`src/sdram_addr_pkg.sv`:
```
package sdram_addr_pkg;

  localparam int addr_w      = 20;  // 1M words
  localparam int line_words  = 4;
  localparam int line_off_w  = 2;
  localparam int block_words = 16;
  localparam int block_off_w = 4;

  localparam int tag_w       = addr_w - line_off_w;   // 18
  localparam int block_num_w = addr_w - block_off_w;  // 16

  typedef struct packed {
    logic [tag_w-1:0]      tag;
    logic [line_off_w-1:0] off;
  } line_view_t;

  typedef struct packed {
    logic [block_num_w-1:0] num;
    logic [block_off_w-1:0] off;
  } block_view_t;

  // same word, read as cache line or as stream block
  typedef union packed {
    line_view_t  line;
    block_view_t block;
  } user_addr_t;

endpackage

```
`src/sdram_ctrl_pkg.sv`:
```
package sdram_ctrl_pkg;

  localparam int data_w  = 16;
  localparam int burst_w = 5;
  localparam int beat_w  = 5;  // counts up to a full block

  localparam logic [burst_w-1:0] burst_single = 5'd1;
  localparam logic [burst_w-1:0] burst_line   = 5'd4;
  localparam logic [burst_w-1:0] burst_block  = 5'd16;

endpackage

```
`src/burst_sequencer.sv`:
```
module burst_sequencer (
  input  logic                                    clk,
  input  logic                                    sys_rst_n,
  input  sdram_addr_pkg::user_addr_t              address,
  input  logic [sdram_ctrl_pkg::data_w-1:0]       data_in,
  input  logic                                    write_req,
  output logic                                    write_ack,
  input  logic                                    line_fill_req,
  output logic                                    line_fill_done,
  output logic                                    fill_we,
  output logic [sdram_addr_pkg::line_off_w-1:0]   fill_index,
  output logic [sdram_ctrl_pkg::data_w-1:0]       fill_data,
  input  logic                                    block_req,
  input  logic [sdram_addr_pkg::block_num_w-1:0]  block_addr,
  output logic [sdram_addr_pkg::block_off_w-1:0]  beat_index,
  input  logic [sdram_ctrl_pkg::data_w-1:0]       beat_data,
  output logic                                    block_done,
  output logic                                    busy,
  output logic                                    ctrl_rd_req,
  output logic                                    ctrl_wr_req,
  output logic [sdram_addr_pkg::addr_w-1:0]       ctrl_addr,
  output logic [sdram_ctrl_pkg::burst_w-1:0]      ctrl_burst,
  output logic [sdram_ctrl_pkg::data_w-1:0]       ctrl_din,
  input  logic                                    ctrl_rd_ack,
  input  logic                                    ctrl_wr_ack,
  input  logic [sdram_ctrl_pkg::data_w-1:0]       ctrl_dout
);

  logic [sdram_ctrl_pkg::beat_w-1:0] beat_cnt;
  logic                              write_req_last;
  logic                              single_pending;
  logic                              job_block;
  logic                              start_ok;
  logic                              start_fill;
  logic                              start_single;
  logic                              start_block;
  logic                              ack;
  logic                              last_beat;

  // requesters still see their done pulse for one cycle, so wait it out
  assign start_ok     = !busy && !line_fill_done && !block_done;
  assign start_fill   = start_ok && line_fill_req;
  assign start_single = start_ok && !line_fill_req && single_pending;
  assign start_block  = start_ok && !line_fill_req && !single_pending && block_req;

  assign ack       = ctrl_rd_ack || ctrl_wr_ack;
  assign last_beat = busy && ack && (beat_cnt == ctrl_burst - 1'b1);

  assign fill_we    = ctrl_rd_req && ctrl_rd_ack;
  assign fill_index = beat_cnt[sdram_addr_pkg::line_off_w-1:0];
  assign fill_data  = ctrl_dout;
  assign beat_index = beat_cnt[sdram_addr_pkg::block_off_w-1:0];
  assign ctrl_din   = job_block ? beat_data : data_in;  // beat 0 shown with the request

  always_ff @(posedge clk or negedge sys_rst_n) begin
    if (!sys_rst_n) begin
      write_req_last <= 1'b0;
      single_pending <= 1'b0;
      busy           <= 1'b0;
      job_block      <= 1'b0;
      beat_cnt       <= '0;
      ctrl_rd_req    <= 1'b0;
      ctrl_wr_req    <= 1'b0;
      write_ack      <= 1'b0;
      line_fill_done <= 1'b0;
      block_done     <= 1'b0;
    end else begin
      write_req_last <= write_req;
      write_ack      <= 1'b0;
      line_fill_done <= 1'b0;
      block_done     <= 1'b0;
      if (write_req && !write_req_last) begin
        single_pending <= 1'b1;
      end
      if (start_fill || start_single || start_block) begin
        busy        <= 1'b1;
        beat_cnt    <= '0;
        job_block   <= start_block;
        ctrl_rd_req <= start_fill;
        ctrl_wr_req <= !start_fill;
      end else if (busy && ack) begin
        beat_cnt <= beat_cnt + 1'b1;
        if (last_beat) begin
          busy        <= 1'b0;
          ctrl_rd_req <= 1'b0;
          ctrl_wr_req <= 1'b0;
          if (ctrl_rd_req) begin
            line_fill_done <= 1'b1;
          end else if (job_block) begin
            block_done <= 1'b1;
          end else begin
            write_ack      <= 1'b1;
            single_pending <= 1'b0;
          end
        end
      end
    end
  end

  // address and length latched per job
  always_ff @(posedge clk) begin
    if (start_fill) begin
      ctrl_addr  <= {address.line.tag, {sdram_addr_pkg::line_off_w{1'b0}}};
      ctrl_burst <= sdram_ctrl_pkg::burst_line;
    end else if (start_single) begin
      ctrl_addr  <= address;
      ctrl_burst <= sdram_ctrl_pkg::burst_single;
    end else if (start_block) begin
      ctrl_addr  <= {block_addr, {sdram_addr_pkg::block_off_w{1'b0}}};
      ctrl_burst <= sdram_ctrl_pkg::burst_block;
    end
  end

endmodule

```
`src/read_line_cache.sv`:
```
module read_line_cache (
  input  logic                                 clk,
  input  logic                                 sys_rst_n,
  input  sdram_addr_pkg::user_addr_t           address,
  input  logic                                 read_req,
  input  logic                                 write_req,
  input  logic                                 write_en,
  input  logic                                 fill_we,
  input  logic [sdram_addr_pkg::line_off_w-1:0] fill_index,
  input  logic [sdram_ctrl_pkg::data_w-1:0]    fill_data,
  input  logic                                 line_fill_done,
  output logic                                 line_fill_req,
  output logic                                 read_ack,
  output logic [sdram_ctrl_pkg::data_w-1:0]    data_out
);

  logic [sdram_ctrl_pkg::data_w-1:0] line_mem [sdram_addr_pkg::line_words];
  logic [sdram_addr_pkg::tag_w-1:0]  line_tag;
  logic                              line_valid;
  logic                              read_req_last;
  logic                              read_start;
  logic                              hit;

  assign read_start = read_req && !read_req_last;  // rising edge
  assign hit        = line_valid && (line_tag == address.line.tag);

  // line words and tag, filled by the sequencer
  always_ff @(posedge clk) begin
    if (fill_we) begin
      line_mem[fill_index] <= fill_data;
    end
    if (line_fill_done) begin
      line_tag <= address.line.tag;
    end
  end

  always_ff @(posedge clk or negedge sys_rst_n) begin
    if (!sys_rst_n) begin
      read_req_last <= 1'b0;
      line_valid    <= 1'b0;
      line_fill_req <= 1'b0;
      read_ack      <= 1'b0;
      data_out      <= '0;
    end else begin
      read_req_last <= read_req;
      if (read_start) begin
        if (hit) begin
          read_ack <= 1'b1;
          data_out <= line_mem[address.line.off];
        end else begin
          line_valid    <= 1'b0;
          line_fill_req <= 1'b1;  // held until fill done
        end
      end else if (line_fill_done) begin
        // last beat already landed in line_mem
        line_fill_req <= 1'b0;
        line_valid    <= 1'b1;
        read_ack      <= 1'b1;
        data_out      <= line_mem[address.line.off];
      end
      if (!read_req) begin
        read_ack <= 1'b0;
        data_out <= '0;
        if (write_req || write_en) begin
          line_valid <= 1'b0;  // line may be stale now
        end
      end
    end
  end

endmodule

```
`src/sdram_port_top.sv`:
```
module sdram_port_top (
  input  logic                               clk,
  input  logic                               sys_rst_n,
  input  logic [sdram_addr_pkg::addr_w-1:0]  address,
  input  logic [sdram_ctrl_pkg::data_w-1:0]  data_in,
  input  logic                               read_req,
  output logic                               read_ack,
  output logic [sdram_ctrl_pkg::data_w-1:0]  data_out,
  input  logic                               write_req,
  output logic                               write_ack,
  input  logic                               write_latch_address,
  input  logic                               write_en,
  output logic [sdram_addr_pkg::addr_w-1:0]  write_address,
  output logic                               busy,
  output logic                               ctrl_rd_req,
  output logic                               ctrl_wr_req,
  output logic [sdram_addr_pkg::addr_w-1:0]  ctrl_addr,
  output logic [sdram_ctrl_pkg::burst_w-1:0] ctrl_burst,
  output logic [sdram_ctrl_pkg::data_w-1:0]  ctrl_din,
  input  logic                               ctrl_rd_ack,
  input  logic                               ctrl_wr_ack,
  input  logic [sdram_ctrl_pkg::data_w-1:0]  ctrl_dout
);

  logic                                   line_fill_req;
  logic                                   line_fill_done;
  logic                                   fill_we;
  logic [sdram_addr_pkg::line_off_w-1:0]  fill_index;
  logic [sdram_ctrl_pkg::data_w-1:0]      fill_data;
  logic                                   block_req;
  logic                                   block_done;
  logic [sdram_addr_pkg::block_num_w-1:0] block_addr;
  logic [sdram_addr_pkg::block_off_w-1:0] beat_index;
  logic [sdram_ctrl_pkg::data_w-1:0]      beat_data;

  read_line_cache u_cache (
    .clk            (clk),
    .sys_rst_n      (sys_rst_n),
    .address        (address),
    .read_req       (read_req),
    .write_req      (write_req),
    .write_en       (write_en),
    .fill_we        (fill_we),
    .fill_index     (fill_index),
    .fill_data      (fill_data),
    .line_fill_done (line_fill_done),
    .line_fill_req  (line_fill_req),
    .read_ack       (read_ack),
    .data_out       (data_out)
  );

  stream_write_buffer u_stream (
    .clk                 (clk),
    .sys_rst_n           (sys_rst_n),
    .address             (address),
    .data_in             (data_in),
    .write_en            (write_en),
    .write_latch_address (write_latch_address),
    .write_address       (write_address),
    .block_req           (block_req),
    .block_addr          (block_addr),
    .beat_index          (beat_index),
    .beat_data           (beat_data),
    .block_done          (block_done)
  );

  burst_sequencer u_seq (
    .clk            (clk),
    .sys_rst_n      (sys_rst_n),
    .address        (address),
    .data_in        (data_in),
    .write_req      (write_req),
    .write_ack      (write_ack),
    .line_fill_req  (line_fill_req),
    .line_fill_done (line_fill_done),
    .fill_we        (fill_we),
    .fill_index     (fill_index),
    .fill_data      (fill_data),
    .block_req      (block_req),
    .block_addr     (block_addr),
    .beat_index     (beat_index),
    .beat_data      (beat_data),
    .block_done     (block_done),
    .busy           (busy),
    .ctrl_rd_req    (ctrl_rd_req),
    .ctrl_wr_req    (ctrl_wr_req),
    .ctrl_addr      (ctrl_addr),
    .ctrl_burst     (ctrl_burst),
    .ctrl_din       (ctrl_din),
    .ctrl_rd_ack    (ctrl_rd_ack),
    .ctrl_wr_ack    (ctrl_wr_ack),
    .ctrl_dout      (ctrl_dout)
  );

endmodule

```
`src/stream_write_buffer.sv`:
```
module stream_write_buffer (
  input  logic                                    clk,
  input  logic                                    sys_rst_n,
  input  sdram_addr_pkg::user_addr_t              address,
  input  logic [sdram_ctrl_pkg::data_w-1:0]       data_in,
  input  logic                                    write_en,
  input  logic                                    write_latch_address,
  output sdram_addr_pkg::user_addr_t              write_address,
  output logic                                    block_req,
  output logic [sdram_addr_pkg::block_num_w-1:0]  block_addr,
  input  logic [sdram_addr_pkg::block_off_w-1:0]  beat_index,
  output logic [sdram_ctrl_pkg::data_w-1:0]       beat_data,
  input  logic                                    block_done
);

  localparam logic [sdram_addr_pkg::block_off_w-1:0] last_off =
    sdram_addr_pkg::block_off_w'(sdram_addr_pkg::block_words - 1);

  // word 15 goes straight to the back buffer, so front holds fifteen
  logic [sdram_ctrl_pkg::data_w-1:0] front_mem [sdram_addr_pkg::block_words-1];
  logic [sdram_ctrl_pkg::data_w-1:0] back_mem  [sdram_addr_pkg::block_words];

  sdram_addr_pkg::user_addr_t wr_cnt;
  sdram_addr_pkg::user_addr_t cur_addr;
  logic                       block_full;

  assign cur_addr      = write_latch_address ? address : wr_cnt;
  assign block_full    = write_en && (cur_addr.block.off == last_off);
  assign write_address = wr_cnt;
  assign beat_data     = back_mem[beat_index];

  always_ff @(posedge clk or negedge sys_rst_n) begin
    if (!sys_rst_n) begin
      wr_cnt    <= '0;
      block_req <= 1'b0;
    end else begin
      if (write_en) begin
        wr_cnt <= sdram_addr_pkg::addr_w'(cur_addr + 1'b1);
      end
      if (block_done) begin
        block_req <= 1'b0;
      end
      if (block_full) begin
        block_req <= 1'b1;  // a new block wins over done
      end
    end
  end

  // payload side
  always_ff @(posedge clk) begin
    if (write_en && !block_full) begin
      front_mem[cur_addr.block.off] <= data_in;
    end
    if (block_full) begin
      for (int i = 0; i < sdram_addr_pkg::block_words - 1; i++) begin
        back_mem[i] <= front_mem[i];
      end
      back_mem[sdram_addr_pkg::block_words-1] <= data_in;
      block_addr <= cur_addr.block.num;
    end
  end

endmodule
```
`config.mk`:
```
export PLATFORM = sky130hd
export DESIGN_NAME = sdram_port_top
export DESIGN_NICKNAME = d
export VERILOG_FILES = /design/src/sdram_addr_pkg.sv /design/src/sdram_ctrl_pkg.sv /design/src/burst_sequencer.sv /design/src/read_line_cache.sv /design/src/sdram_port_top.sv /design/src/stream_write_buffer.sv
export SDC_FILE = /design/constraint.sdc
export NUM_CORES = 1
export LEC_CHECK = 0
export BUFFER_PORTS_ARGS = -buffer_cell sky130_fd_sc_hd__buf_4
export CORE_MARGIN = 3
export CORE_UTILIZATION = 35
export DETAILED_ROUTE_END_ITERATION = 10
export GPL_ROUTABILITY_DRIVEN = 1
export PLACE_DENSITY = 0.57
export SYNTH_ARGS = -nofsm -noshare
export SYNTH_HDL_FRONTEND = slang
export SYNTH_SLANG_ARGS = --single-unit
```
`constraint.sdc`:
```
create_clock -name clk -period 12.8 [get_ports clk]
set_clock_uncertainty 0.15 [all_clocks]
set_input_delay 3.2 -clock clk [delete_from_list [all_inputs] [get_ports clk]]
set_output_delay 3.2 -clock clk [all_outputs]
set_load 0.02 [all_outputs]
```
==> results of run 1 <==
## worst register-to-register path: cells and delay by family, from the launching register on
kind,cells,cell delay (ns)
fa+ha+maj,1,0.22
buf+inv,3,1.73
flops,1,0.40
mux,1,0.14
simple gates,2,1.02
## synthesized netlist by cell type, types with 3 or more instances
library cell    n  area (um2)
o21ai_0        12        60.1
edfxtp_1      612       18400
o22ai_1         3        18.8
and3_1          8        50.1
buf_4           5        37.5
mux2_2         75         845
inv_1          45         169
a22oi_1        13        97.6
dfrtp_1        55        1380
nor2_1         35         131
ha_1            9         113
o211ai_1       17         128
nand2_1        43         161
o21a_1          3        22.5
nand3_1        11        55.1
xor2_1          7        61.3
mux2i_1         8        80.1
mux4_2         74        1670
nand4_1        33         206
mux4_1          6         158
a22oi_2         5        62.6
a22o_1          3        26.3
clkbuf_1       19        71.3
nand2b_1        4        25.0
a21oi_1        10        50.1
and2_1          5        31.3
nand4b_1        3        26.3
o31ai_1         4        30.0
buf_2          12        60.1
xnor2_1        30         263
dfxtp_1         5         100
buf_6           6        67.6
buf_1           5        18.8
o21ai_1        10        50.1
## cell families after synthesis
| kind of cell | Yosys count | synth area share [%] |
|---|---|---|
| XOR/XNOR | 37 | 1.30 |
| AND/OR/NAND/NOR | 155 | 3.20 |
| other | 1 | 0.0150 |
| AO/OA/AOI/OAI | 91 | 2.64 |
| multiplexers | 163 | 11.0 |
| adder cells (fa/ha/maj) | 9 | 0.451 |
| buffers and inverters | 95 | 1.87 |
| flip-flops | 672 | 79.5 |
## per-stage QoR
stage | cell area [um2] | power [uW] | instances | hold WS (ns) | util, %
2_1_floorplan | 25000 | 3440 | 1224 | 0.250 | -
3_3_place_gp | 27100 | 3840 | 2263 | 0.251 | 38.5
3_5_place_dp | 27100 | 3860 | 2263 | 0.255 | 38.5
4_1_cts | 29300 | 5790 | 2386 | 0.255 | 41.6
5_1_grt | 29300 | 5950 | 2386 | 0.263 | 41.6
6_report | 29300 | 5710 | 2386 | 0.258 | 41.6
## power groups by stage
stage          combinational, uW  sequential, uW  clock, uW
6_report                    1130            2650       1930
5_1_grt                     1220            2670       2060
4_1_cts                     1160            2650       1980
3_5_place_dp                1160            2700          0
3_3_place_gp                1150            2690          0
2_1_floorplan                744            2690          0
## final cells by class
cell class	count	area share, %
sequential	672	67.8
multi-input combinational	457	16.3
clock buffer	94	6.54
tap	940	4.02
timing repair buffer	148	3.84
clock inverter	29	0.901
inverter	46	0.590
## state kept, by name (all words and copies together) (netlist names), 3 cells and up
register	flops
u_seq.ctrl_addr	20
u_stream.write_address	20
u_stream.front_mem	240
u_cache.line_tag	18
u_cache.line_mem	64
u_seq.beat_cnt	5
u_stream.back_mem	256
u_seq.ctrl_burst	3
u_cache.data_out	16
u_stream.block_addr	16
## worst paths after layout
| check | cells after the start | startpoint | to | slack, ns |
|---|---|---|---|---|
| setup / recovery | 4 | data_in[12] | ctrl_din[12] | 5.05 |
| hold / removal | 0 | u_stream.front_mem[12][2] | u_stream.back_mem[12][2] | 0.26 |
| setup reg to reg | 7 | u_stream.write_address[0] | u_stream.back_mem[11][0] | 8.71 |
| hold reg to reg | 0 | u_stream.front_mem[12][2] | u_stream.back_mem[12][2] | 0.26 |
| max in group asynchronous | 1 | sys_rst_n | u_seq.beat_cnt[1] | 9.36 |
| min in group asynchronous | 1 | sys_rst_n | u_stream.write_address[16] | 2.53 |
## layer usage
metal  global-route usage, %  vias up
met5                       0        -
met4                    5.10        8
met3                    2.84       76
met2                    24.4      241
met1                    18.4     6113
li1                        -     5204
==> impl_metrics.ini, run 1 <==
[flow_run]
drv_cap = 0

[detailed_routing]
highest_layer = met5
wire_per_inst_um = 22.3
firstDrtPassIters = 5
m1WireLength_um = 22500
via_count = 11600
wl_um = 53100
ant_nets = 0
drc_errors = 0
viasPerCell = 4.88
met3WireLength_um = 2480
dr.first_iter.drc_count = 807
route.met2.wl_um = 26900

[clocking]
numClockSinks = 672
clkLatencyLatePin_ns = 0.60
clk_pin_slew_ns = 0.06
cts_buffers = 69
clockBufferDepth = 3
root_buffer = clkbuf_16
htreeDepth = 3
cts_resized = 0
holdBufCountCts = 0
cts_setup_buffers = 0
cts_tree = done

[worst_hold_path]
holdCritPathClass = flop to flop

[outcome]
status = finished clean

[floorplan]
placementRows = 97
start_util_pct = 35.5
dieHeight_um = 273
die-area_um2 = 74600
core_um2 = 70400
io-pin-count = 142
chipWidth_um = 273

[power_and_ir_drop]
pwr-share-comb_pct = 19.8
p_sw_share_pct = 26.8
p_leak_uw = 0.00970
p_seq_share_pct = 46.4
clkPwrFrac_pct = 33.8
power.internal_uw = 4180
max-vdd-ir-drop_uv = 98.8
p_sw_uw = 1530
p_per_area_nw_per_um2 = 195

[critical_path]
endpoint_kind = output port
crit_family = compound AO/OA/AOI/OAI gates
crit_required_ns = 9.45
path_max_fanout = 17
startpoint_type = primary input
worst-path-buf-inv = 3
crit_path_frequent_cell = buf_4
crit_chain = buf_4 > inv_1 > o21ai_0 > buf_4
crit_slowest_cell = o21ai_0
cp.arrival_ns = 4.40
path_class = primary input to output port
critical-path-max-stage-delay_ns = 0.67

[global_route]
antenna_found_initial = 5
grt_pass1_vias = 12200
grt_max_degree = 179
grt_pass1_wl_um = 79000
gr-total-overflow = 0
grtUsageTotal_pct = 14.4

[logic_synthesis]
syn_area_um2 = 25000
ys_ff_latch = 672
yosysSeqAreaShare_pct = 79.5
async_flop_share_pct = 8.18
synth_edf_count = 612
ys_types = 56
syn_inst = 1223
synth_warnings = 0
synth_area_per_cell_um2 = 20.4
synth-main-ff-cell = edfxtp_1

[placement]
numPortBuffers = 139
place_ws_ns = 5.02
hpwl_um = 29800
finalWeightedCongestion = 0.765

[final_layout]
antenna-diode-count = 0
register_area_um2 = 19900
final_layout_size_suffix_gt1_share_pct = 29.5
mostFrequentLayoutCells = edfxtp_1, buf_4, mux2_2
multiInputGateArea_um2 = 4770
final_common_cell = edfxtp_1
nFillCells = 6242
fin_nets = 1463
areaGrowthSynthToFinish_pct = 17.3

[sta]
tightest_slew_ns = 1.27
slew-limit-headroom_pct = 15.4
setup_ws_ns = 5.05
rsz0062_at_grt = no
hold_viol = 0
slew_violations = 0
min_period_over_period_pct = 60.6
setup_viol = 0
clock.fmax_mhz = 129
setup_tns_ns = 0
fin_crit_ns = 7.75
Power figures use the tool's default switching activity.
==> run 2, diff against run 1 <==
==> constraint.sdc (replaced) <==
create_clock -name clk -period 6.4 [get_ports clk]
set_clock_uncertainty 0.15 [all_clocks]
set_input_delay 1.6 -clock clk [delete_from_list [all_inputs] [get_ports clk]]
set_output_delay 1.6 -clock clk [all_outputs]
set_load 0.02 [all_outputs]
==> impl_metrics.ini, run 2 (same netlist as run 1, synthesis figures left out) <==
[clocking]
cts_buffers = 72
root_buffer = clkbuf_16
numClockSinks = 672
htreeDepth = 3
clockBufferDepth = 3
clk_pin_slew_ns = 0.06
cts_resized = 0
holdBufCountCts = 0
cts_tree = done
clkLatencyLatePin_ns = 0.61
cts_setup_buffers = 0

[flow_run]
drv_cap = 0

[sta]
rsz0062_at_grt = no
fin_crit_ns = 5.32
setup_ws_ns = 1.08
slew-limit-headroom_pct = 17.2
setup_viol = 0
clock.fmax_mhz = 188
whs_ns = 0.255
slew_violations = 0
min_period_over_period_pct = 83.1
hold_viol = 0
tightest_slew_ns = 1.24

[detailed_routing]
via_count = 11700
ant_nets = 0
wl_um = 53700
dr.first_iter.drc_count = 927
wire_per_inst_um = 22.3
firstDrtPassIters = 7
drc_errors = 0
viasPerCell = 4.87

[critical_path]
startpoint_type = flop
endpoint_kind = output port
cp.arrival_ns = 3.57
path_depth = 6
crit_slowest_cell = dfrtp_4
rr_worst_depth = 7
endpoint = ctrl_din[12]
critical_path.startpoint = u_seq.beat_cnt[0]
r2r_slack_ns = 3.11
critical-path-max-stage-delay_ns = 0.95
r2r_end = u_stream.front_mem[0][11]
crit_family = flip-flops
path_max_fanout = 40
crit_required_ns = 4.65
path_class = flop to output port
crit_chain = buf_4 > mux4_2 > mux2_2 > a22oi_1 > o21ai_0 > buf_4
crit_path_frequent_cell = buf_4
worst-path-buf-inv = 2
r2r-start = u_stream.write_address[1]

[placement]
place_ws_ns = 1.37
numPortBuffers = 139
finalWeightedCongestion = 0.758
hpwl_um = 33500

[final_layout]
reg_top3 = u_stream.back_mem: 256 flops, u_stream.front_mem: 240 flops, u_cache.line_mem: 64 flops
final_layout_size_suffix_gt1_share_pct = 30.7
fin_nets = 1476
nFillCells = 6180
mostFrequentLayoutCells = edfxtp_1, buf_4, mux2_2, clkbuf_16, mux4_2
final_util_pct = 42.1
largest_register = u_stream.back_mem
antenna-diode-count = 0
areaGrowthSynthToFinish_pct = 18.7
largest_reg_flops = 256
final_common_cell = edfxtp_1

[global_route]
grtUsageTotal_pct = 14.5
grt_pass1_wl_um = 81000
grt_pass1_vias = 12300
gr-total-overflow = 0
antenna_found_initial = 0
grt_max_degree = 96

[floorplan]
core_um2 = 70400
placementRows = 97
io-pin-count = 142
start_util_pct = 35.5
die-area_um2 = 74600
dieHeight_um = 273
chipWidth_um = 273

[power_and_ir_drop]
max-vdd-ir-drop_uv = 210
p_leak_uw = 0.00989
p_per_area_nw_per_um2 = 399
p_total_uw = 11800

[outcome]
status = finished clean

[worst_hold_path]
holdCritPathClass = flop to flop
[run 2: changes by cell type in the layout (fill, tap and decap cells not counted), moves of 3 or more]
| cell | change |
|---|---|
| buf_4 | +7 |
| bufinv_16 | +6 |
| clkbuf_16 | +3 |
| inv_6 | -3 |
| nor2_2 | +14 |
| nor2_4 | -14 |
[run 2: worst min-delay path by stage]
stage | startpoint | to | slack (ns) | cells after the start
2_1_floorplan | u_stream.front_mem[0][0] | u_stream.back_mem[0][0] | 0.25 | 0
6_report | u_stream.front_mem[8][8] | u_stream.back_mem[8][8] | 0.26 | 0
5_1_grt | u_stream.front_mem[9][13] | u_stream.back_mem[9][13] | 0.27 | 0
3_5_place_dp | u_stream.front_mem[0][0] | u_stream.back_mem[0][0] | 0.25 | 0
3_3_place_gp | u_stream.front_mem[12][2] | u_stream.back_mem[12][2] | 0.25 | 0
4_1_cts | u_stream.front_mem[0][8] | u_stream.back_mem[0][8] | 0.25 | 0
[run 2: layout make-up]
class                   instances  area [um2]  share of cell area [%]
clock inverters                39         499                    1.68
well taps                     940        1180                    3.97
clock buffers                  95        1960                    6.62
repair buffers                158        1230                    4.14
flip-flops and latches        672       19900                    67.0
multi-input cells             457        4730                    16.0
inverters                      46         173                   0.583
[run 2: where the power goes]
part,leakage [uW],switching [uW],internal [uW],total (uW)
clock,0.00120,1690,2590,4270
combinational,0.00243,1080,1000,2080
sequential,0.00626,376,5100,5480
[run 2: layer usage]
metal	vias up	GRT usage [%]	part of all wire (%)	routed length, um
met5	-	0	0	0
met4	0	5.21	2.6	1400
met3	84	2.33	3.3	1760
met2	229	25.2	52	28100
met1	6165	18.5	42	22500
li1	5238	-	-	-
[run 2: metrics by stage]
step,instances,setup TNS [ns],area [um2]
detailed placement,2272,0,27200
finish,2407,0,29600
global route,2407,0,29600
floorplan,1224,-151.07,25100
global placement,2272,0,27200
CTS,2406,0,29600
[run 2: worst register-to-register path: cells and delay by family, from the launching register on]
family / cells / cell delay [ns]
AO/OA/AOI/OAI: 1 / 0.23
adder cells (fa/ha/maj): 1 / 0.19
buffers and inverters: 1 / 0.10
flip-flops: 1 / 0.43
multiplexers: 1 / 0.25
AND/OR/NAND/NOR: 3 / 1.54
